==> src/hw/bwt_pkg.sv <==
// BWT backward extension shared types
// widths, latencies and the per-byte symbol count used by the occurrence counters

package bwt_pkg;

	// ----------------------------------------
	// widths
	// ----------------------------------------

	// BWT position or interval field
	typedef logic [63:0] bwt_pos_t;

	// occurrence count of one symbol
	typedef logic [31:0] occ_t;

	// 32 packed 2-bit symbols
	typedef logic [63:0] bwt_word_t;

	// four 8-bit per-symbol counts, symbol 0 in the low byte
	typedef logic [31:0] sym_counts_t;

	// status tag carried with each item
	typedef logic [5:0] status_t;

	// DNA symbol or query code
	typedef logic [1:0] sym_t;

	// ----------------------------------------
	// constants
	// ----------------------------------------

	localparam int N_SYM = 4;

	// pipeline depth of one occurrence counter
	localparam int OCC_LATENCY = 7;

	// pipeline depth of the interval merge
	localparam int MERGE_LATENCY = 5;

	localparam status_t STATUS_BUBBLE = 6'b00_0000;

	// ----------------------------------------
	// symbol count of one byte
	// ----------------------------------------

	// counts of each symbol among the four pairs of a byte
	function automatic sym_counts_t byte_sym_count(input logic [7:0] b);
		sym_counts_t cnt;
		sym_t s;
		cnt = '0;
		for (int i = 0; i < 4; i++) begin
			s = b[2*i +: 2];
			cnt[8*s +: 8] = cnt[8*s +: 8] + 8'd1;
		end
		return cnt;
	endfunction

endpackage

==> src/hw/interval_if.sv <==
// delayed bi-interval bundle
// carries the interval and its tag from the delay line into the merge stage

interface interval_if;

	bwt_pkg::bwt_pos_t x0;
	bwt_pkg::bwt_pos_t x1;
	bwt_pkg::bwt_pos_t x2;
	// precomputed upper bound plus one
	bwt_pkg::bwt_pos_t x1_plus_x2;
	bwt_pkg::status_t status;

	modport src (
		output x0, x1, x2, x1_plus_x2, status
	);

	modport dst (
		input x0, x1, x2, x1_plus_x2, status
	);

endinterface

==> src/hw/interval_delay.sv <==
// bi-interval delay line
// holds the interval and tag until the occurrence counts catch up

module interval_delay #(
	parameter int DEPTH = 7
) (
	input  logic              Clk_32UI,
	input  logic              reset_BWT_extend,
	input  logic              stall,
	input  bwt_pkg::bwt_pos_t ik_x0,
	input  bwt_pkg::bwt_pos_t ik_x1,
	input  bwt_pkg::bwt_pos_t ik_x2,
	input  bwt_pkg::status_t  status,
	interval_if.src           iv
);

	bwt_pkg::bwt_pos_t x0_q [DEPTH];
	bwt_pkg::bwt_pos_t x1_q [DEPTH];
	bwt_pkg::bwt_pos_t x2_q [DEPTH];
	bwt_pkg::status_t status_q [DEPTH];
	bwt_pkg::bwt_pos_t sum_q;

	// input of the last stage
	bwt_pkg::bwt_pos_t tail_x1;
	bwt_pkg::bwt_pos_t tail_x2;

	if (DEPTH == 1) begin : g_direct
		assign tail_x1 = ik_x1;
		assign tail_x2 = ik_x2;
	end else begin : g_chain
		assign tail_x1 = x1_q[DEPTH-2];
		assign tail_x2 = x2_q[DEPTH-2];
	end

	always_ff @(posedge Clk_32UI) begin
		if (!stall) begin
			x0_q[0] <= ik_x0;
			x1_q[0] <= ik_x1;
			x2_q[0] <= ik_x2;
			for (int i = 1; i < DEPTH; i++) begin
				x0_q[i] <= x0_q[i-1];
				x1_q[i] <= x1_q[i-1];
				x2_q[i] <= x2_q[i-1];
			end
			// upper bound for the sentinel test downstream
			sum_q <= tail_x1 + tail_x2;
		end
	end

	// tag stages
	always_ff @(posedge Clk_32UI) begin
		if (!reset_BWT_extend) begin
			for (int i = 0; i < DEPTH; i++) begin
				status_q[i] <= bwt_pkg::STATUS_BUBBLE;
			end
		end else if (!stall) begin
			status_q[0] <= status;
			for (int i = 1; i < DEPTH; i++) begin
				status_q[i] <= status_q[i-1];
			end
		end
	end

	assign iv.x0 = x0_q[DEPTH-1];
	assign iv.x1 = x1_q[DEPTH-1];
	assign iv.x2 = x2_q[DEPTH-1];
	assign iv.x1_plus_x2 = sum_q;
	assign iv.status = status_q[DEPTH-1];

endmodule

==> src/flat_wrapper.sv <==
// flat-port wrapper written by rule: the top's interface ports become plain ports
module interval_delay_flat 
#(
	parameter int DEPTH = 7
)
  (Clk_32UI, reset_BWT_extend, stall, ik_x0, ik_x1, ik_x2, status, iv_x0, iv_x1, iv_x2, iv_x1_plus_x2, iv_status);
  interval_if iv_i ();
  input  logic Clk_32UI;
  input  logic reset_BWT_extend;
  input  logic stall;
  input  bwt_pkg::bwt_pos_t ik_x0;
  input  bwt_pkg::bwt_pos_t ik_x1;
  input  bwt_pkg::bwt_pos_t ik_x2;
  input  bwt_pkg::status_t status;
  output wire logic [$bits(iv_i.x0)-1:0] iv_x0;
  output wire logic [$bits(iv_i.x1)-1:0] iv_x1;
  output wire logic [$bits(iv_i.x2)-1:0] iv_x2;
  output wire logic [$bits(iv_i.x1_plus_x2)-1:0] iv_x1_plus_x2;
  output wire logic [$bits(iv_i.status)-1:0] iv_status;
  assign iv_x0 = iv_i.x0;
  assign iv_x1 = iv_i.x1;
  assign iv_x2 = iv_i.x2;
  assign iv_x1_plus_x2 = iv_i.x1_plus_x2;
  assign iv_status = iv_i.status;
  interval_delay #(.DEPTH(DEPTH)) u_core (.Clk_32UI(Clk_32UI), .reset_BWT_extend(reset_BWT_extend), .stall(stall), .ik_x0(ik_x0), .ik_x1(ik_x1), .ik_x2(ik_x2), .status(status), .iv(iv_i));
endmodule
==> config.mk <==
export PLATFORM = sky130hd
export DESIGN_NAME = interval_delay_flat
export DESIGN_NICKNAME = d
export VERILOG_FILES = /design/src/hw/bwt_pkg.sv /design/src/hw/interval_if.sv /design/src/hw/interval_delay.sv /design/src/flat_wrapper.sv
export SDC_FILE = /design/constraint.sdc
export NUM_CORES = 2
export LEC_CHECK = 0
export ABC_AREA = 1
export BUFFER_PORTS_ARGS = -buffer_cell sky130_fd_sc_hd__buf_2
export CORE_MARGIN = 3
export CORE_UTILIZATION = 40
export DETAILED_ROUTE_END_ITERATION = 6
export SLEW_MARGIN = 20
export SYNTH_ARGS = -nofsm -noshare
export SYNTH_HDL_FRONTEND = slang
export SYNTH_SLANG_ARGS = --single-unit
==> constraint.sdc <==
create_clock -name Clk_32UI -period 45.5 [get_ports Clk_32UI]
set_input_delay 2.275 -clock Clk_32UI [delete_from_list [all_inputs] [get_ports Clk_32UI]]
set_output_delay 2.275 -clock Clk_32UI [all_outputs]
set_load 0.005 [all_outputs]
Yosys cells after proc, flatten, opt, wreduce, memory -nomap -nowiden:

Memory sizes are Yosys's and may differ from the RTL's.
Cells that the tools add are included.

* RAM bits: 1386
* flip-flop bits (word level): 64
* memories kept: 4
* logic and storage cells: 24

Memories
* u_core.x0_q: words 7, width 64, read ports 7, clocked after Yosys merged registers in 0, wr ports 7, line interval_delay.sv:17 `bwt_pkg::bwt_pos_t x0_q [DEPTH];`
* u_core.x1_q: words 7, width 64, read ports 7, clocked after Yosys merged registers in 0, wr ports 7, line interval_delay.sv:18 `bwt_pkg::bwt_pos_t x1_q [DEPTH];`
* u_core.x2_q: words 7, width 64, read ports 7, clocked after Yosys merged registers in 0, wr ports 7, line interval_delay.sv:19 `bwt_pkg::bwt_pos_t x2_q [DEPTH];`
* u_core.status_q: words 7, width 6, read ports 7, clocked after Yosys merged registers in 0, wr ports 7, line interval_delay.sv:20 `bwt_pkg::status_t status_q [DEPTH];`

* muxes and demuxes: 11
* $add $sub $neg: 1
* bitwise gates (word level): 7

Operators with widths (number)
* 64-bit adder: 1
* 6-bit two-way mux: 7
* 1-bit OR: 7
* 1-bit two-way mux: 4

Longest topological paths before layout:

* depth in word-level cells: 4
* depth in mapped cells: 14
* depth with buffers taken out: 14

Least setup slack after synthesis:

Ideal clock, no wire load.

* kind: input to register
* start: in stall
* end: mem u_core.status_q[0][10] in the netlist's numbering (data pin)
* path slack: 9.792 ns
* required time: 45.355 ns
* data arrival time: 35.563 ns
* stages on the path: 4
* buffers on the path: 1
* setup time: 0.145 ns
* cells stage by stage: inv_1 > nand2_1 > clkbuf_1 > nor2_1

RTL lines
* start, declared: line flat_wrapper.sv:10 `input logic stall;`
* end, declared: line interval_delay.sv:20

Worst setup path after layout:

* start: in stall
* end: reg u_core.sum_q[19] (netlist: u_core.iv.x1_plus_x2[19]), enable pin

RTL lines
* end signal, assigned: line interval_delay.sv:46 `sum_q <= tail_x1 + tail_x2;`
* end, declared: line interval_delay.sv:21 `bwt_pkg::bwt_pos_t sum_q;`

No word-level cell between the ends.

==> results.sh <==
export IMPL_wl_per_cell_um=17.8
export IMPL_hold_path_depth=0
export IMPL_firstDrtPassIters=5
export IMPL_met1_usage=0.187
export IMPL_num_rows=128
export IMPL_die_w_um=359
export IMPL_syn_cell_area_mm2=0.0498
export IMPL_slew_headroom=0.295
export IMPL_crit_type="in -> reg"
export IMPL_path_clk_slew_ps=60
export IMPL_cts_buffers=149
export IMPL_finalSetupTns_ps=0
export IMPL_synth_area_leaders="edfxtp_1 87%, nand2_1 4.6%, inv_1 2.8%, ha_1 1.6%, nor2_1 0.99%"
export IMPL_die_area_mm2=0.129
export IMPL_final_antenna_net_count=0
export IMPL_cts_setup_buffers=0
export IMPL_irDropWorstVdd_mv=0.0355
export IMPL_cts_tree="built"
export IMPL_io_pins=463
export IMPL_busiest_layer="met2"
export IMPL_nNetsFinal=3729
export IMPL_setup_slack_ps=39300
export IMPL_powerDensity_mw_per_mm2=49.3
export IMPL_postCtsHoldBufs=0
export IMPL_place_gp_congestion=0.895
export IMPL_fin_util=0.481
export IMPL_seq_area_frac_synth=0.873
export IMPL_use_met3=0.0540
export IMPL_port_buffers=462
export IMPL_hp_class="reg -> reg"
export IMPL_reg2reg_depth=13
export IMPL_first_iter_violations=2101
export IMPL_synth_warnings=0
export IMPL_grt_pass1_vias=22700
export IMPL_clock_skew_ps=28.6
export IMPL_postRouteWirelength_mm=93.1
export IMPL_start_util=0.406
export IMPL_yosysTopAreaCell="edfxtp_1"
export IMPL_hold_viol_final=0
export IMPL_critPathRequiredTime_ps=45890
export IMPL_grt_max_degree=153
export IMPL_clockBufferDepth=3
export IMPL_clk_latency_ps=770
export IMPL_hold_slack_ps=389
export IMPL_grtUsageMet2=0.223
export IMPL_grt_overflow=0
export IMPL_syn_avg_cell_area_um2=17.5
export IMPL_cp_start_kind="primary input"
export IMPL_drc_errors=0
export IMPL_die_y_um=359
export IMPL_yosys_area_top_type_share=0.873
export IMPL_cts_root_buffer="clkbuf_16"
export IMPL_via_count=23200
export IMPL_endpoint_kind="flop"
export IMPL_ys_types=25
export IMPL_cts_htree_levels=4
export IMPL_coreArea_mm2=0.123
export IMPL_rsz0062_at_grt="no"
export IMPL_cp_arrival_ps=6590
export IMPL_place_inst=4938
export IMPL_syn_nets=3108
export IMPL_slew_violations=0
export IMPL_hpwl_mm=64.9
export IMPL_cts_sinks=1450
export IMPL_status="finished, final reports clean"
export IMPL_syn_to_final_growth_pct=18.5
export IMPL_finalSetupViolCount=0
export IMPL_synthCells=2843
export IMPL_antenna_found_initial=25
export IMPL_max_cap_viol_count=0
export IMPL_leakage_uw=0.0230
export IMPL_cp_max_fo=152
export IMPL_final_cell_count_no_fill=5215
export IMPL_viasPerCell=4.44
export IMPL_finalCritPeriodShare=0.136
export IMPL_fin_crit_ps=6200
export IMPL_drive_above_1_share=0.205
export IMPL_ys_seq_elements=1450
export IMPL_track_usage=0.143
export IMPL_grt_first_pass_wirelength_mm=138
export IMPL_ctsResizeCount=0
export IMPL_fmax_mhz=161
export IMPL_tightest_slew_ps=1060
export IMPL_dp_slack_ps=38390
-- critical path: stages --
cell and delay (ps):
buf_2 130, inv_8 600, buf_4 850, buf_4 790
buf_4 830, buf_4 820
-- flip-flops by register name, summed over array words and instances, names as in the netlist --
name	count
u_core.status_q	42
u_core.iv.x1_plus_x2	64
u_core.x1_q	448
u_core.x2_q	448
u_core.x0_q	448
-- Yosys cell counts, drive strengths merged --
master,instances
nor3,14
nand3,58
nor4,2
xnor2,2
inv,374
xor2,30
o21bai,3
and2,1
ha,63
buf,6
nand4,7
o21ai,2
edfxtp,1450
clkbuf,4
nor2,147
a21oi,45
clkinv,2
nand2,632
fa,1
-- area by class of cell --
cell class / count / area (um^2)
inverter: 376 / 1420
multi-input combinational: 1007 / 4840
sequential: 1450 / 43500
fill: 10500 / 63600
timing repair buffer: 480 / 2450
clock inverter: 85 / 875
antenna: 7 / 17.5
tap: 1625 / 2030
clock buffer: 185 / 3880
-- cell usage in the layout, fill, tap and decap left out, types with 33 or more instances in the layout --
cell type / synthesis / routed
edfxtp_1: 1450 / 1450
nor2_1: 131 / 131
nand3_1: 54 / 54
a21oi_1: 45 / 45
clkbuf_1: 4 / 35
inv_1: 368 / 367
nand2_1: 613 / 612
buf_2: 0 / 462
clkinv_1: 2 / 33
ha_1: 63 / 63
clkbuf_16: 0 / 150
-- power by group --
group / total, uW / switching [uW] / internal (uW)
combinational: 142 / 98.5 / 43.2
clock: 1170 / 489 / 680
sequential: 1600 / 28.4 / 1580
-- cell families after synthesis --
logic type	after synthesis	synth area share
compound gates	50	0.00517
fa+ha+maj	64	0.0162
flops	1450	0.873
xor+xnor	32	0.00562
simple gates	861	0.0700
buf+inv	386	0.0295
-- metal layers --
| metal | routed length, um | share of wire | up-vias |
|---|---|---|---|
| met5 | 106 | 0.0011 | - |
| met4 | 2240 | 0.024 | 16 |
| met3 | 7510 | 0.081 | 179 |
| met2 | 43500 | 0.47 | 623 |
| met1 | 39700 | 0.43 | 11100 |
| li1 | - | - | 11300 |
-- stage by stage --
step                      cell area, um^2  power, uW
after floorplan                     49800       1770
after global placement              54300       1770
after detailed placement            54300       1780
after CTS                           59000       2960
after global routing                59000       3040
final                               59100       2910
-- final timing paths --
check	endpoint	slack [ps]	startpoint
max	u_core.iv.x1_plus_x2[19]	39300	stall
min	u_core.x2_q[4][0]	390	u_core.x2_q[3][0]
max reg2reg	u_core.iv.x1_plus_x2[32]	42850	u_core.x1_q[5][0]
min reg2reg	u_core.x2_q[4][0]	390	u_core.x2_q[3][0]
Power figures use the tool's default switching activity.
