**src/hw/bwt_pkg.sv**
```systemverilog
// BWT backward extension shared types
// widths, latencies and the per-byte symbol count used by the occurrence counters

package bwt_pkg;

	// ----------------------------------------
	// widths
	// ----------------------------------------

	// BWT position or interval field
	typedef logic [63:0] bwt_pos_t;

	// occurrence count of one symbol
	typedef logic [31:0] occ_t;

	// 32 packed 2-bit symbols
	typedef logic [63:0] bwt_word_t;

	// four 8-bit per-symbol counts, symbol 0 in the low byte
	typedef logic [31:0] sym_counts_t;

	// status tag carried with each item
	typedef logic [5:0] status_t;

	// DNA symbol or query code
	typedef logic [1:0] sym_t;

	// ----------------------------------------
	// constants
	// ----------------------------------------

	localparam int N_SYM = 4;

	// pipeline depth of one occurrence counter
	localparam int OCC_LATENCY = 7;

	// pipeline depth of the interval merge
	localparam int MERGE_LATENCY = 5;

	localparam status_t STATUS_BUBBLE = 6'b00_0000;

	// ----------------------------------------
	// symbol count of one byte
	// ----------------------------------------

	// counts of each symbol among the four pairs of a byte
	function automatic sym_counts_t byte_sym_count(input logic [7:0] b);
		sym_counts_t cnt;
		sym_t s;
		cnt = '0;
		for (int i = 0; i < 4; i++) begin
			s = b[2*i +: 2];
			cnt[8*s +: 8] = cnt[8*s +: 8] + 8'd1;
		end
		return cnt;
	endfunction

endpackage

```
**src/hw/bwt_occ4.sv**
```systemverilog
// occurrence counter for one BWT position
// counts the four symbols up to pos inside a 128-symbol block, seven stages

module bwt_occ4 (
	input  logic              Clk_32UI,
	input  logic              stall,
	input  bwt_pkg::bwt_pos_t pos,
	input  bwt_pkg::occ_t     occ_base [bwt_pkg::N_SYM],
	input  bwt_pkg::bwt_word_t occ_words [bwt_pkg::N_SYM],
	output bwt_pkg::occ_t     occ [bwt_pkg::N_SYM]
);

	localparam int CARRY = bwt_pkg::OCC_LATENCY - 1;

	// position bits and base counts ride along with the sums
	logic [6:0] pos_q [1:CARRY];
	bwt_pkg::occ_t base_q [1:CARRY][bwt_pkg::N_SYM];

	logic [31:0] mask;
	logic [31:0] sel_half;
	// slot 0 is the masked half, slots 1..7 are halves 0..6
	logic [31:0] half_q [8];

	bwt_pkg::sym_counts_t pair_q [8][2];
	bwt_pkg::sym_counts_t half_cnt_q [8];
	bwt_pkg::sym_counts_t tot2_q [4];
	bwt_pkg::sym_counts_t odd_q [4];
	bwt_pkg::sym_counts_t pre_q [8];
	bwt_pkg::sym_counts_t sel_q;
	bwt_pkg::sym_counts_t adj;

	// keep pairs 0..pos[3:0] counted from the top, zero the rest
	always_comb begin
		mask = ~((32'd1 << {~pos[3:0], 1'b0}) - 32'd1);
		sel_half = occ_words[pos[6:5]][32*pos[4] +: 32];
	end

	// ----------------------------------------
	// stage 1: select and mask
	// ----------------------------------------
	always_ff @(posedge Clk_32UI) begin
		if (!stall) begin
			half_q[0] <= sel_half & mask;
			for (int i = 0; i < 7; i++) begin
				half_q[i+1] <= occ_words[i/2][32*(i%2) +: 32];
			end
			pos_q[1] <= pos[6:0];
			base_q[1] <= occ_base;
		end
	end

	// ----------------------------------------
	// stages 2..5: byte counts and adder tree
	// ----------------------------------------
	always_ff @(posedge Clk_32UI) begin
		if (!stall) begin
			for (int h = 0; h < 8; h++) begin
				pair_q[h][0] <= bwt_pkg::byte_sym_count(half_q[h][7:0])
					+ bwt_pkg::byte_sym_count(half_q[h][15:8]);
				pair_q[h][1] <= bwt_pkg::byte_sym_count(half_q[h][23:16])
					+ bwt_pkg::byte_sym_count(half_q[h][31:24]);
				half_cnt_q[h] <= pair_q[h][0] + pair_q[h][1];
			end

			for (int g = 0; g < 4; g++) begin
				tot2_q[g] <= half_cnt_q[2*g] + half_cnt_q[2*g+1];
				odd_q[g] <= half_cnt_q[2*g];
			end

			// running sums inside each group of four halves
			pre_q[0] <= odd_q[0];
			pre_q[1] <= tot2_q[0];
			pre_q[2] <= tot2_q[0] + odd_q[1];
			pre_q[3] <= tot2_q[0] + tot2_q[1];
			pre_q[4] <= odd_q[2];
			pre_q[5] <= tot2_q[2];
			pre_q[6] <= tot2_q[2] + odd_q[3];
			pre_q[7] <= tot2_q[2] + tot2_q[3];

			for (int s = 2; s <= CARRY; s++) begin
				pos_q[s] <= pos_q[s-1];
				base_q[s] <= base_q[s-1];
			end
		end
	end

	// ----------------------------------------
	// stage 6: pick the prefix for the half index
	// ----------------------------------------
	always_ff @(posedge Clk_32UI) begin
		if (!stall) begin
			if (pos_q[5][6]) begin
				sel_q <= pre_q[3] + pre_q[pos_q[5][6:4]];
			end else begin
				sel_q <= pre_q[pos_q[5][6:4]];
			end
		end
	end

	// masked pairs were counted as symbol 0, take them back out
	assign adj = sel_q - {28'd0, ~pos_q[CARRY][3:0]};

	// ----------------------------------------
	// stage 7: add the block base counts
	// ----------------------------------------
	always_ff @(posedge Clk_32UI) begin
		if (!stall) begin
			for (int c = 0; c < bwt_pkg::N_SYM; c++) begin
				occ[c] <= base_q[CARRY][c] + {24'd0, adj[8*c +: 8]};
			end
		end
	end

endmodule

```
**config.mk**
```make
export PLATFORM = sky130hd
export DESIGN_NAME = bwt_occ4
export DESIGN_NICKNAME = d
export VERILOG_FILES = /design/src/hw/bwt_pkg.sv /design/src/hw/bwt_occ4.sv
export SDC_FILE = /design/constraint.sdc
export NUM_CORES = 2
export LEC_CHECK = 0
export BUFFER_PORTS_ARGS = -buffer_cell sky130_fd_sc_hd__buf_4
export CAP_MARGIN = 20
export CORE_MARGIN = 5
export CORE_UTILIZATION = 45
export CTS_CLUSTER_SIZE = 40
export DETAILED_ROUTE_END_ITERATION = 16
export GPL_TIMING_DRIVEN = 0
export RECOVER_POWER = 25
export SLEW_MARGIN = 10
export SYNTH_ARGS = -nofsm -noshare
export SYNTH_HDL_FRONTEND = slang
export SYNTH_SLANG_ARGS = --single-unit
```
**constraint.sdc**
```tcl
create_clock -name Clk_32UI -period 119.4 [get_ports Clk_32UI]
set_input_delay 23.88 -clock Clk_32UI [delete_from_list [all_inputs] [get_ports Clk_32UI]]
set_output_delay 23.88 -clock Clk_32UI [all_outputs]
set_load 0.005 [all_outputs]
```
== Word-level counts from Yosys, hierarchy flattened ==
Memories as Yosys holds them, arrays and structs flattened.
Cells that the tools add are included.
Widths: inputs -> output; s select.

* $add $sub $neg: 295
* Magnitude comparators: 1
* Shift operators: 386
* Mux-type cells: 101
* Bitwise gates (word level): 37

{| class="wikitable"
|+ Operators with widths
! cell !! number
|-
| $neg 5->34 || 128
|-
| $shift 8x34->32 const A || 128
|-
| $shiftx 8x34->32 || 128
|-
| $bwmux 32 || 96
|-
| $shiftx 32x6->8 || 96
|-
| $add 32x32->32 || 33
|-
| $and 32x32->32 || 33
|-
| $add 8x1->8 const B || 128
|-
| $shiftx 32x6->8 const A || 32
|-
| $add 32x8->32 || 4
|-
| $bmux 64 s2 || 1
|-
| $mux 64 || 2
|-
| $shiftx 64x7->32 || 1
|-
| $mux 32 || 1
|-
| $not 32->32 || 1
|-
| $shl 1x5->32 const A || 1
|-
| $sub 32x1->32 const B || 1
|-
| $sub 32x4->32 || 1
|-
| $not 4->4 || 2
|-
| $ge 3x3->1 const B || 1
|-
| $not 2->3 || 1
|-
| $mux 1 || 1
|}

* Register bits after elaboration: 160
* RAM bits: 2346
* Bits of input ports: 450
* Memories: 8

{| class="wikitable"
|+ Memories
! memory !! words !! bits a word !! read ports !! clocked after Yosys merged registers in !! wr ports !! line !! RTL
|-
| base_q || 6 || 128 || 6 || 0 || 6 || bwt_occ4.sv:17 || <nowiki>bwt_pkg::occ_t base_q [1:CARRY][bwt_pkg::N_SYM];</nowiki>
|-
| pair_q || 8 || 64 || 8 || 0 || 8 || bwt_occ4.sv:24 || <nowiki>bwt_pkg::sym_counts_t pair_q [8][2];</nowiki>
|-
| half_cnt_q || 8 || 32 || 8 || 0 || 8 || bwt_occ4.sv:25 || <nowiki>bwt_pkg::sym_counts_t half_cnt_q [8];</nowiki>
|-
| half_q || 8 || 32 || 8 || 0 || 8 || bwt_occ4.sv:22 || <nowiki>logic [31:0] half_q [8];</nowiki>
|-
| pre_q || 8 || 32 || 2 || 0 || 8 || bwt_occ4.sv:28 || <nowiki>bwt_pkg::sym_counts_t pre_q [8];</nowiki>
|-
| odd_q || 4 || 32 || 4 || 0 || 4 || bwt_occ4.sv:27 || <nowiki>bwt_pkg::sym_counts_t odd_q [4];</nowiki>
|-
| +2 memories || n/a || n/a || n/a || n/a || n/a || n/a ||
|}

== Longest topological paths before layout ==
An unclocked memory read counts as a cell.

* Word-level depth: 18
* Depth in mapped cells: 23
* Depth with buffers taken out: 23

== Least setup slack after synthesis ==
No wires, ideal clock.

* Path kind: input to register
* Start point: in stall
* End point: reg, netlist name base_q[0][128]
* Library setup time: 2615 ps
* Arrival time: 68280 ps
* Required time: 116785 ps
* Slack: 48506 ps
* Cell stages on the path: 1
* Buffers on the path: 0
* Cells stage by stage: inv_1

{| class="wikitable"
|+ RTL lines
! element !! line !! RTL
|-
| start, declared || bwt_occ4.sv:6 || <nowiki>input logic stall,</nowiki>
|}

==> summary.txt <==
Hold WC Path Type = register to register
Status = completed
Worst VDD drop = 13.04 uV
Via count = 88.48k
Synth cell types = 100
Post-synthesis adder-cell area fraction = 0.1348
Worst-Skew Late Latency = 0.89 ns
Global-route met3 utilization = 0.04224
Ports = 578
Worst Path Required = 119.92 ns
Critical R2R Launch = pos_q[0][39]$_DFFE_PN_
Clk sink count = 2311
GPL Wtd Cong = 0.9969
# nets final = 13.32k
Setup bufs post-CTS = 0
Synth Warn # = 0
Share of cells above drive strength 1 = 0.1095
Top FF cell, synth = edfxtp_1
Global Route Usage Sum = 0.2364
Maximum clock insertion buffer count = 4
DRC errors left = 0
IO buf count = 520
CTS tree = done
Max Clk Rate = 37.56 MHz
Seq/Total Area, Yosys = 0.5279
Hold bufs inserted after CTS = 0
Pin count of the biggest net entering global routing = 130
Core area = 0.2908 sq mm
Post-Route WL = 368200 um
Max Cap Viol = 0
Flops & latches, synth = 2311
CTS root buffer = clkbuf_16
R2r worst-path depth = 16
Met2 Track Usage GR = 0.3604
Critical Path Fanout Max = 124
Clk slew on worst S/H paths = 0.06 ns
CP endpoint kind = register
Detailed Routing Iterations Pass 1 = 6
Antenna violations before repair = 75
Vias in the first global route = 85.82k
Std-Cell Rows = 198
Register-to-register setup slack = 113.36 ns
Post-Syn Area = 0.1315 sq mm
Post-synth EDFFs = 2311
Avg Synthesized Cell Area = 12.38 sq um
DR vias/cell = 5.657
CP startpoint kind = input pin
XOR/XNOR Fraction of Synth Area = 0.04593
Post-synthesis mux area share = 0.04631
Die X-Extent = 550.5 um
Main combinational cell family by area after synthesis = adder cells
Crit path kind = input pin to register
Final Setup Violations = 0
Hold path start = pos_q[0][18]$_DFFE_PN_
Most frequent cells in the layout = edfxtp_1 (2311), ha_1 (1279), inv_1 (773), nor2_1 (692), a21oi_1 (613)
Dpl hpwl = 297500 um
Synth Area in Simple Gates = 0.1064
Final instance area = 0.1498 sq mm
Routed len/inst = 23.55 um
Post-CTS Resized = 0
Async S/R FF share, synth = 0
Cells after synthesis = 10.62k
Commonest non-fill, non-tap cell in the layout = edfxtp_1
Die area = 0.3030 sq mm
H-tree depth = 5
Worst Hold Endpoint = pos_q[0][25]$_DFFE_PN_
First-pass GRT wire length = 540900 um
GRT overflow = 0
Fillers = 25.00k
Initial core utilization = 0.4520
Power Total = 2474 uW
Finished Core Util = 0.5150
Initial drt markers = 7914
Gr busiest metal = met2
Worst hold stages = 0
RSZ-0062 raised after global routing = no
Final slew viol count = 0
Final period util = 0.2230
Hold Fails Final Rpt = 0
Die height = 550.5 um
Lkg Pwr = 0.05996 uW
Reg2Reg Capture Point = sel_q[30]$_DFFE_PN_
Worst Skew = 0.05309 ns
Setup TNS = 0 ns
DP Area = 0.1412 sq mm
Total CTS buffers = 268
Final ANT Viol Nets = 0
Final min period = 26.62 ns
Critical Path AT = 27.14 ns
PwrDens = 16.52 mW/mm^2
Met1 usage = 0.3321
Relative slew slack = 0.2617
Worst-Margin Slew = 1.100 ns
Synth Area in Compound Gates = 0.1117
Layout area overhead = 13.95%
==> worst max path at each step <==
stage                      from  slack [ns]                  endpoint
after global placement    stall       32.58   half_q[1][81]$_DFFE_PN_
final                     stall       92.78   half_q[1][81]$_DFFE_PN_
after floorplan           stall       48.51  base_q[0][128]$_DFFE_PN_
after detailed placement  stall       91.87   half_q[1][81]$_DFFE_PN_
after CTS                 stall       92.83   half_q[1][81]$_DFFE_PN_
after global routing      stall       92.59   half_q[1][81]$_DFFE_PN_
==> per-layer routing <==
| layer | routed length, um | vias to the layer above | part of all wire |
|---|---|---|---|
| li1 | - | 41810 | - |
| met4 | 18190 | 36 | 0.049 |
| met5 | 253 | - | 0.00069 |
| met2 | 160400 | 3090 | 0.44 |
| met1 | 164500 | 42890 | 0.45 |
| met3 | 24870 | 654 | 0.068 |
==> kinds of logic (layout without fill, tap and decap cells) <==
group,Yosys count,count (layout)
DFF,2311,2311
buffers and inverters,935,1964
AOI/OAI and AO/OA,2255,2255
other,1,92
xor gates and xnor gates,686,686
adders and majority gates,1365,1365
and+or+nand+nor,2716,2716
muxes,351,351
==> cells in the mapped netlist (all sizes together), types with 29 or more instances <==
cell    count  area share
a211oi     69      0.0040
a21o      290       0.017
a21oi     613       0.023
a22oi      29      0.0017
a31o       58      0.0039
a31oi      62      0.0030
and2       65      0.0031
and3       83      0.0039
clkbuf    119      0.0034
edfxtp   2311        0.53
fa         86       0.013
ha       1279        0.12
inv       776       0.022
mux2i     120      0.0091
mux4      203       0.035
nand2     555       0.016
nand2b    179      0.0085
nand3     223      0.0085
nand3b     65      0.0037
nand4      85      0.0040
nor2      696       0.020
nor2b     199      0.0095
nor3      231      0.0088
nor3b      84      0.0048
nor4       34      0.0016
nor4bb     39      0.0030
o21a       94      0.0054
o21ai     384       0.015
o21bai     46      0.0026
o22ai     212       0.010
o31ai      48      0.0028
o32ai      72      0.0050
or2        34      0.0016
or3        31      0.0015
xnor2     492       0.033
xor2      194       0.013
==> through the flow <==
| stage | setup slack (ns) | hold WS [ns] | cells |
|---|---|---|---|
| final | 92.78 | 0.3820 | 15640 |
| after global routing | 92.59 | 0.3769 | 15620 |
| after CTS | 92.83 | 0.3750 | 15610 |
| after detailed placement | 91.87 | 0.4045 | 15130 |
| after global placement | 32.58 | 0.4002 | 15100 |
| after floorplan | 48.51 | 0.4003 | 10680 |
==> power breakdown <==
part	internal (uW)	switching [uW]
clock	464	332
sequential	1030	61.6
combinational	241	348
total	1730	742
==> registers in the layout, summed over array words and instances, names as in the netlist <==
name        count
base_q        768
odd_q         128
sel_q          32
tot2_q        128
occ           128
half_q        256
pair_q        320
half_cnt_q    256
pre_q         256
pos_q          39
==> worst max-delay path, cell delays in order <==
cell	delay, ns
buf_4	0.13
inv_8	0.31
buf_16	0.35
buf_16	0.37
buf_16	0.38
buf_16	0.47
buf_16	0.39
buf_16	0.37
==> area by class of cell <==
type	count	area, sq um	share of cell area
Sequential cell	2311	69400	0.4633
Buffer	144	568.0	0.003792
Multi-Input combinational cell	7437	58770	0.3923
Tap cell	3900	4880	0.03258
Clock buffer	330	7003	0.04675
Clock inverter	147	1493	0.009965
Timing Repair Buffer	552	4637	0.03096
Antenna cell	28	70.07	0.0004678
Inverter	791	2977	0.01987
Power figures use the tool's default switching activity.
