<file path="src/hw/bwt_pkg.sv">
// BWT backward extension shared types
// widths, latencies and the per-byte symbol count used by the occurrence counters

package bwt_pkg;

	// ----------------------------------------
	// widths
	// ----------------------------------------

	// BWT position or interval field
	typedef logic [63:0] bwt_pos_t;

	// occurrence count of one symbol
	typedef logic [31:0] occ_t;

	// 32 packed 2-bit symbols
	typedef logic [63:0] bwt_word_t;

	// four 8-bit per-symbol counts, symbol 0 in the low byte
	typedef logic [31:0] sym_counts_t;

	// status tag carried with each item
	typedef logic [5:0] status_t;

	// DNA symbol or query code
	typedef logic [1:0] sym_t;

	// ----------------------------------------
	// constants
	// ----------------------------------------

	localparam int N_SYM = 4;

	// pipeline depth of one occurrence counter
	localparam int OCC_LATENCY = 7;

	// pipeline depth of the interval merge
	localparam int MERGE_LATENCY = 5;

	localparam status_t STATUS_BUBBLE = 6'b00_0000;

	// ----------------------------------------
	// symbol count of one byte
	// ----------------------------------------

	// counts of each symbol among the four pairs of a byte
	function automatic sym_counts_t byte_sym_count(input logic [7:0] b);
		sym_counts_t cnt;
		sym_t s;
		cnt = '0;
		for (int i = 0; i < 4; i++) begin
			s = b[2*i +: 2];
			cnt[8*s +: 8] = cnt[8*s +: 8] + 8'd1;
		end
		return cnt;
	endfunction

endpackage

</file>
<file path="src/hw/interval_if.sv">
// delayed bi-interval bundle
// carries the interval and its tag from the delay line into the merge stage

interface interval_if;

	bwt_pkg::bwt_pos_t x0;
	bwt_pkg::bwt_pos_t x1;
	bwt_pkg::bwt_pos_t x2;
	// precomputed upper bound plus one
	bwt_pkg::bwt_pos_t x1_plus_x2;
	bwt_pkg::status_t status;

	modport src (
		output x0, x1, x2, x1_plus_x2, status
	);

	modport dst (
		input x0, x1, x2, x1_plus_x2, status
	);

endinterface

</file>
<file path="src/hw/interval_merge.sv">
// interval merge stage
// builds the four extended intervals and the query target over five stages

module interval_merge (
	input  logic              Clk_32UI,
	input  logic              reset_BWT_extend,
	input  logic              stall,
	input  bwt_pkg::bwt_pos_t primary,
	input  bwt_pkg::bwt_pos_t l2 [bwt_pkg::N_SYM],
	input  bwt_pkg::occ_t     occ_k [bwt_pkg::N_SYM],
	input  bwt_pkg::occ_t     occ_l [bwt_pkg::N_SYM],
	input  bwt_pkg::sym_t     query,
	interval_if.dst           iv,
	output bwt_pkg::bwt_pos_t ok_x0 [bwt_pkg::N_SYM],
	output bwt_pkg::bwt_pos_t ok_x1 [bwt_pkg::N_SYM],
	output bwt_pkg::bwt_pos_t ok_x2 [bwt_pkg::N_SYM],
	output bwt_pkg::bwt_pos_t ok_target_x0,
	output bwt_pkg::bwt_pos_t ok_target_x1,
	output bwt_pkg::bwt_pos_t ok_target_x2,
	output bwt_pkg::status_t  status_out
);

	localparam int LAST = bwt_pkg::MERGE_LATENCY - 1;

	bwt_pkg::bwt_pos_t x1_s [1:LAST][bwt_pkg::N_SYM];
	bwt_pkg::bwt_pos_t x2_s [1:LAST][bwt_pkg::N_SYM];
	bwt_pkg::status_t status_s [1:LAST];

	// x0 chain, one more symbol resolved per stage
	bwt_pkg::bwt_pos_t x0_s1;
	bwt_pkg::bwt_pos_t x0_s2;
	bwt_pkg::bwt_pos_t x0_s3 [2:3];
	bwt_pkg::bwt_pos_t x0_s4 [1:3];
	logic in_lo;
	logic in_hi;

	bwt_pkg::bwt_pos_t x0_next [bwt_pkg::N_SYM];
	bwt_pkg::sym_t sel;

	// ----------------------------------------
	// stages 1..4
	// ----------------------------------------
	always_ff @(posedge Clk_32UI) begin
		if (!stall) begin
			for (int c = 0; c < bwt_pkg::N_SYM; c++) begin
				x2_s[1][c] <= bwt_pkg::bwt_pos_t'(occ_l[c]) - bwt_pkg::bwt_pos_t'(occ_k[c]);
				x1_s[1][c] <= l2[c] + bwt_pkg::bwt_pos_t'(occ_k[c]) + 64'd1;
			end
			// sentinel inside [x1, x1+x2-1], empty interval holds none
			in_lo <= (iv.x1 <= primary);
			in_hi <= (iv.x2 != '0) && (iv.x1_plus_x2 - 64'd1 >= primary);
			x0_s1 <= iv.x0;

			for (int s = 2; s <= LAST; s++) begin
				x1_s[s] <= x1_s[s-1];
				x2_s[s] <= x2_s[s-1];
			end

			x0_s2 <= x0_s1 + {63'd0, in_lo & in_hi};
			x0_s3[3] <= x0_s2;
			x0_s3[2] <= x0_s2 + x2_s[2][3];
			x0_s4[3] <= x0_s3[3];
			x0_s4[2] <= x0_s3[2];
			x0_s4[1] <= x0_s3[2] + x2_s[3][2];
		end
	end

	always_ff @(posedge Clk_32UI) begin
		if (!reset_BWT_extend) begin
			for (int s = 1; s <= LAST; s++) begin
				status_s[s] <= bwt_pkg::STATUS_BUBBLE;
			end
			status_out <= bwt_pkg::STATUS_BUBBLE;
		end else if (!stall) begin
			status_s[1] <= iv.status;
			for (int s = 2; s <= LAST; s++) begin
				status_s[s] <= status_s[s-1];
			end
			status_out <= status_s[LAST];
		end
	end

	// last link of the chain feeds both the outputs and the target
	always_comb begin
		x0_next[0] = x0_s4[1] + x2_s[LAST][1];
		x0_next[1] = x0_s4[1];
		x0_next[2] = x0_s4[2];
		x0_next[3] = x0_s4[3];
	end

	// query 0 picks symbol 3
	assign sel = 2'd3 - query;

	// ----------------------------------------
	// stage 5: outputs
	// ----------------------------------------
	always_ff @(posedge Clk_32UI) begin
		if (!stall) begin
			for (int c = 0; c < bwt_pkg::N_SYM; c++) begin
				ok_x0[c] <= x0_next[c];
				ok_x1[c] <= x1_s[LAST][c];
				ok_x2[c] <= x2_s[LAST][c];
			end
			ok_target_x0 <= x0_next[sel];
			ok_target_x1 <= x1_s[LAST][sel];
			ok_target_x2 <= x2_s[LAST][sel];
		end
	end

endmodule

</file>
<file path="src/flat_wrapper.sv">
// flat-port wrapper written by rule: the top's interface ports become plain ports
module interval_merge_flat 
  (Clk_32UI, reset_BWT_extend, stall, primary, l2, occ_k, occ_l, query, ok_x0, ok_x1, ok_x2, ok_target_x0, ok_target_x1, ok_target_x2, status_out, iv_x0, iv_x1, iv_x2, iv_x1_plus_x2, iv_status);
  interval_if iv_i ();
  input  logic Clk_32UI;
  input  logic reset_BWT_extend;
  input  logic stall;
  input  bwt_pkg::bwt_pos_t primary;
  input  bwt_pkg::bwt_pos_t l2[bwt_pkg::N_SYM];
  input  bwt_pkg::occ_t occ_k[bwt_pkg::N_SYM];
  input  bwt_pkg::occ_t occ_l[bwt_pkg::N_SYM];
  input  bwt_pkg::sym_t query;
  output bwt_pkg::bwt_pos_t ok_x0[bwt_pkg::N_SYM];
  output bwt_pkg::bwt_pos_t ok_x1[bwt_pkg::N_SYM];
  output bwt_pkg::bwt_pos_t ok_x2[bwt_pkg::N_SYM];
  output bwt_pkg::bwt_pos_t ok_target_x0;
  output bwt_pkg::bwt_pos_t ok_target_x1;
  output bwt_pkg::bwt_pos_t ok_target_x2;
  output bwt_pkg::status_t status_out;
  input wire logic [$bits(iv_i.x0)-1:0] iv_x0;
  input wire logic [$bits(iv_i.x1)-1:0] iv_x1;
  input wire logic [$bits(iv_i.x2)-1:0] iv_x2;
  input wire logic [$bits(iv_i.x1_plus_x2)-1:0] iv_x1_plus_x2;
  input wire logic [$bits(iv_i.status)-1:0] iv_status;
  assign iv_i.x0 = iv_x0;
  assign iv_i.x1 = iv_x1;
  assign iv_i.x2 = iv_x2;
  assign iv_i.x1_plus_x2 = iv_x1_plus_x2;
  assign iv_i.status = iv_status;
  interval_merge u_core (.Clk_32UI(Clk_32UI), .reset_BWT_extend(reset_BWT_extend), .stall(stall), .primary(primary), .l2(l2), .occ_k(occ_k), .occ_l(occ_l), .query(query), .iv(iv_i), .ok_x0(ok_x0), .ok_x1(ok_x1), .ok_x2(ok_x2), .ok_target_x0(ok_target_x0), .ok_target_x1(ok_target_x1), .ok_target_x2(ok_target_x2), .status_out(status_out));
endmodule
</file>
<file path="config.mk">
export PLATFORM = sky130hd
export DESIGN_NAME = interval_merge_flat
export DESIGN_NICKNAME = d
export VERILOG_FILES = /design/src/hw/bwt_pkg.sv /design/src/hw/interval_if.sv /design/src/hw/interval_merge.sv /design/src/flat_wrapper.sv
export SDC_FILE = /design/constraint.sdc
export NUM_CORES = 2
export LEC_CHECK = 0
export ABC_AREA = 0
export BUFFER_PORTS_ARGS = -buffer_cell sky130_fd_sc_hd__buf_2
export CAP_MARGIN = 10
export CORE_AREA = 2 2 701 703
export DETAILED_ROUTE_END_ITERATION = 6
export DIE_AREA = 0 0 703 705
export GPL_TIMING_DRIVEN = 0
export HOLD_SLACK_MARGIN = 0.03
export PLACE_DENSITY = 0.49
export SLEW_MARGIN = 10
export SYNTH_ARGS = -nofsm -noshare
export SYNTH_HDL_FRONTEND = slang
export SYNTH_SLANG_ARGS = --single-unit
export TNS_END_PERCENT = 30
</file>
<file path="constraint.sdc">
create_clock -name Clk_32UI -period 82.3 [get_ports Clk_32UI]
set_input_delay 8.23 -clock Clk_32UI [delete_from_list [all_inputs] [get_ports Clk_32UI]]
set_output_delay 8.23 -clock Clk_32UI [all_outputs]
set_load 0.01 [all_outputs]
</file>
# Word level (Yosys, flattened, before mapping)
# Memory sizes are Yosys's and may differ from the RTL's. A register that Yosys moved wholly into a read port is not among the register bits.
# Cells that the tools add are included.
[classes] n_addsub=18 n_lt_le_gt_ge=3 mux=17 bitwise_logic=6 reduce_logical=4
[op_table] operator="$bmux 64 s2" n=3
[op_table] operator="$mux 64" n=6
[op_table] operator="$add 64x1->64 const B" n=4
[op_table] operator="$add 64x32->64" n=4
[op_table] operator="$add 64x64->64" n=3
[op_table] operator="$sub 32x32->33" n=4
[op_table] operator="$add 64x1->64" n=1
[op_table] operator="$ge 64x64->1" n=1
[op_table] operator="$le 64x64->1" n=1
[op_table] operator="$reduce_bool 64->1" n=1
[op_table] operator="$sub 64x1->64 const B" n=1
[op_table] operator="$mux 6" n=4
[op_table] operator="$mux 1" n=4
[op_table] operator="$or 1x1->1" n=4
[op_table] operator="$ge 3x3->1 const B" n=1
[op_table] operator="$not 2->3" n=1
[op_table] operator="$logic_not 1->1" n=2
[op_table] operator="$sub 2x2->2 const A" n=1
[op_table] operator="$and 1x1->1" n=1
[op_table] operator="$logic_and 1x1->1" n=1
[totals] ff_bits=1090 ramBits=2392 in_bits=843 out_inout_bits=966 word_cells=72 n_memories=5
[memory_table] memory="u_core.x1_s" words=4 word_bits=256 read_ports=4 rd_clocked_by_memory_dff=0 write_ports=4 line="interval_merge.sv:25" rtl="bwt_pkg::bwt_pos_t x1_s [1:LAST][bwt_pkg::N_SYM];"
[memory_table] memory="u_core.x2_s" words=4 word_bits=256 read_ports=4 rd_clocked_by_memory_dff=0 write_ports=4 line="interval_merge.sv:26" rtl="bwt_pkg::bwt_pos_t x2_s [1:LAST][bwt_pkg::N_SYM];"
[memory_table] memory="u_core.x0_s4" words=3 word_bits=64 read_ports=3 rd_clocked_by_memory_dff=0 write_ports=3 line="interval_merge.sv:33" rtl="bwt_pkg::bwt_pos_t x0_s4 [1:3];"
[memory_table] memory="u_core.x0_s3" words=2 word_bits=64 read_ports=2 rd_clocked_by_memory_dff=0 write_ports=2 line="interval_merge.sv:32" rtl="bwt_pkg::bwt_pos_t x0_s3 [2:3];"
[memory_table] memory="u_core.status_s" words=4 word_bits=6 read_ports=4 rd_clocked_by_memory_dff=1 write_ports=4 line="interval_merge.sv:27" rtl="bwt_pkg::status_t status_s [1:LAST];"

# Logic depth before layout (Yosys ltp)
[logic_depth] word_depth=5 ltp_mapped=24 ltp_nobuf=22

# Worst setup path before layout
# No wires, ideal clock.
[synth_timing] kind="input to register" startpoint="input stall" endpoint="register u_core.in_hi (enable)" setup_time_ns=3.111 arrival_time_ns=62.281 required_time_ns=79.189 path_slack_ns=16.907 cell_stages=2 n_path_buf=1 cell_sequence="clkbuf_1 > inv_1"
[synth_rtl] item="start: declaration" line="flat_wrapper.sv:7" rtl="input logic stall;"
[synth_rtl] item="end signal: assignment" line="interval_merge.sv:51" rtl="in_hi <= (iv.x2 != '0) && (iv.x1_plus_x2 - 64'd1 >= primary);"
[synth_rtl] item="end: declaration" line="interval_merge.sv:35" rtl="logic in_hi;"
# No word-level cell between the ends.

# Worst setup path after layout
[layout_timing] startpoint="input iv_x1_plus_x2[0]" endpoint="register u_core.in_hi, data pin"
[layout_between] elab_chain_cells=3
[layout_rtl] item="start: declaration" line="flat_wrapper.sv:23" rtl="input wire logic [$bits(iv_i.x1_plus_x2)-1:0] iv_x1_plus_x2;"
[layout_rtl] item="$sub 64x1->64" line="interval_merge.sv:51"
[layout_rtl] item="$ge 64x64->1" line="interval_merge.sv:51"
[layout_rtl] item="$logic_and 1x1->1" line="interval_merge.sv:51"
# No other way between the ends.
# A chain may end at the register's enable or synchronous reset.

==> reports/qor.csv <==
metric,value,unit
fraction of registers with async set/reset,0,
Synth Register Bits,2837,
crit path max fanout,6,
Clock Tree Buf Depth,4,
Worst R2R Setup Slack,76.42,ns
hold_ws,0.384,ns
Pleak,57.6,nW
sequential-to-total area share from yosys stat,0.703,
R2R Path Start,u_core.x2_s[0][1160],
Detailed Place HPWL,413000,um
global-route wire length before repair,644000,um
Buffers on Ports,1805,
number of antenna violations at the first check in global routing,397,
Post-CTS Resized,0,
Layout Nets,11300,
"EDFF count, synth",2831,
H-tree Lvls,5,
Setup crit end,u_core.in_hi,
cell taking the most area after synthesis,edfxtp_1,
Sink Count,2837,
clk root buf,clkbuf_16,
non-filler cells in the finished layout,16800,
RSZ-0062 raised after global routing,no,
Hold Fails Final Rpt,0,
Worst Path Arrival,13.67,ns
main area contributors after synthesis,"edfxtp_1 (70%), ha_1 (5.9%), xnor2_1 (3.3%)",
Max VDD drop,0.0000150,V
status,finished clean,
io pins,1809,
final setup margin,69.22,ns
design area,150000,sq um
Starting Density,0.248,
slew margin rel.,0.150,
post-route minimum period,13.08,ns
most frequent cell after synthesis,edfxtp_1,
Worst Tran Pin Value,1.26,ns
Post-DRT Antenna Nets,0,
via count,76000,
clock-pin slew on the worst setup and hold paths,0.06,ns
gr usage total,0.193,
vias per cell,4.53,
core footprint,488000,sq um
Syn Area/Cell,15.7,sq um
CP Class,input port to flip-flop,
std cell rows,257,
Chip Width,703,um
ratio of cells with drive above 1 in the final layout,0.268,
initial drt markers,7930,
Final Max Slew Viols,0,
CP Data Required Time,82.89,ns
Mapped Nets,9153,
Detailed Route WL,496000,um
die area,496000,sq um
"Clk Latency, worst-skew pair",0.94,ns
fin util,0.308,
# fillers,48900,
Yosys top cell area share,0.702,
TritonCTS Buffers,326,
final setup TNS,0,ns
max cap viols,0,
Worst Setup SP,iv_x1_plus_x2[0],
pin count of the biggest net entering global routing,126,
post-route clock period utilization,0.159,
WL/cell,29.6,um
Syn-to-layout area delta,24.2,%
Post-Synthesis Cells,7723,
vias in the first global route,73000,
R2R depth,12,
Placer Congestion,0.939,
Post-CTS Setup Inserts,0,
Final Setup Violations,0,
number of instances in the placed design,16100,
Max Clk Rate,76.5,MHz
DP Worst Slack,68.04,ns
top_reg_cell synth,edfxtp_1,
synth cell count leaders,"edfxtp_1 (2831), ha_1 (576), a21oi_1 (464), xnor2_1 (457), inv_1 (383)",
DRT Pass-1 Iters,6,
area post-placement,139000,sq um
gr ovfl total,0,
worst hold path type,flip-flop to flip-flop,
Worst Skew,0.0668,ns
Syn. warnings,0,
Die H,705,um
Post-CTS Hold Buffers,0,
PwrDens,26.6,nW/um^2
crit path launch type,input port,
number of distinct library cells after synthesis,92,
Post-route DRC,0,
Critical Path Sink Type,flip-flop,
capturing point of the worst reg2reg path,u_core.ok_target_x0[63],
CTS tree,done,
hold depth,0,
total power,4.00,mW
synthesized cell area,121000,sq um
[cell families (layout without fill, tap and decap cells)]
group,after synthesis,in the layout,synth area share
buffers and inverters,658,3100,0.0253
muxes,170,170,0.0307
xor gates and xnor gates,634,634,0.0458
and+or+nand+nor,1423,1423,0.0593
AOI/OAI and AO/OA,1414,1414,0.0749
adders and majority gates,587,587,0.0613
other,0,138,0
DFF,2837,2837,0.703
[layer usage]
layer | vias to the layer above | GRT usage | part of all wire
met5 | - | 0 | 0.00085
met2 | 3155 | 0.332 | 0.49
met3 | 1004 | 0.0363 | 0.064
met1 | 37700 | 0.239 | 0.40
met4 | 66 | 0.0710 | 0.044
li1 | 34100 | - | -
[worst max-delay path, cell delays in order]
cell and delay, ns:
buf_2 0.13, or4_1 0.55, or4_1 0.41, buf_2 0.19
nor4_2 0.44, nand3_1 0.30, nor2_1 0.24, nand2_1 0.20
nor2_2 0.20, nand4b_1 0.27, or3_1 0.41, xnor2_1 0.19
ha_1 0.28, a21oi_1 0.16, nor2b_1 0.06, o21ai_0 0.15
nand2b_1 0.08, a21oi_1 0.14, nor2b_1 0.05, o21ai_0 0.14
nand2b_1 0.08, a221oi_1 0.60, a31oi_1 0.17
[flip-flops by register name, indices dropped and copies added (netlist names), 64 cells and up]
name	cells
u_core.ok_x1	256
u_core.x0_s1	64
u_core.x1_s	1024
u_core.x0_s3	128
u_core.ok_target_x0	64
u_core.ok_x2	132
u_core.ok_x0	256
u_core.x0_s4	192
u_core.x0_s2	64
u_core.x2_s	528
u_core.ok_target_x1	64
[where the power goes]
group,total [mW],switching (mW),internal [mW],leakage (nW)
Sequential,1.90,0.103,1.80,27.8
Clock,1.46,0.630,0.830,5.14
Combinational,0.636,0.398,0.238,24.7
[area by class of cell]
type	instances	area, sq um	area share
diodes	138	345	0.00229
plain buffers	275	1650	0.0110
clock buffers	379	8380	0.0557
clock inverters	206	2240	0.0149
inverters	383	1450	0.00960
multi-input cells	4228	33000	0.220
flip-flops and latches	2837	85100	0.566
well taps	6475	8100	0.0538
repair buffers	1857	10100	0.0674
[cell usage in the layout, fill, tap and decap left out, drive strengths merged, types with 14 or more instances in the layout]
cell type  synthesis  routed
a21o             263     263
nand4            118     118
a31oi             43      43
a211oi            40      40
and2              58      58
ha               576     576
nand2b            83      83
nand3            148     148
a211o             14      14
or2               17      17
nor4              36      36
clkinv             0     144
o31ai             34      34
o21ai            239     239
clkbuf           100     479
and4              23      23
a21oi            465     465
buf              175    2032
diode              0     138
bufinv             0      29
edfxtp          2831    2831
nor3              71      71
a21boi            24      24
o211ai            25      25
nand2            315     315
or3               33      33
mux4             161     161
nor2b             75      75
and3              82      82
xnor2            457     457
xor2             177     177
inv              383     403
nor2             326     326
o21a              61      61
o21bai            84      84
[worst min-delay path by stage]
stage                             start                   end  slack [ns]
finish              u_core.x2_s[0][287]   u_core.x2_s[0][543]        0.38
global route        u_core.x2_s[0][351]   u_core.x2_s[0][607]        0.40
CTS                 u_core.x2_s[0][271]   u_core.x2_s[0][527]        0.39
detailed placement  u_core.x0_s3[1][71]  u_core.x0_s4[0][199]        0.40
global placement    u_core.x1_s[0][538]   u_core.x1_s[0][794]        0.40
floorplan           u_core.x0_s3[1][64]  u_core.x0_s4[0][192]        0.40
Power figures use the tool's default switching activity.
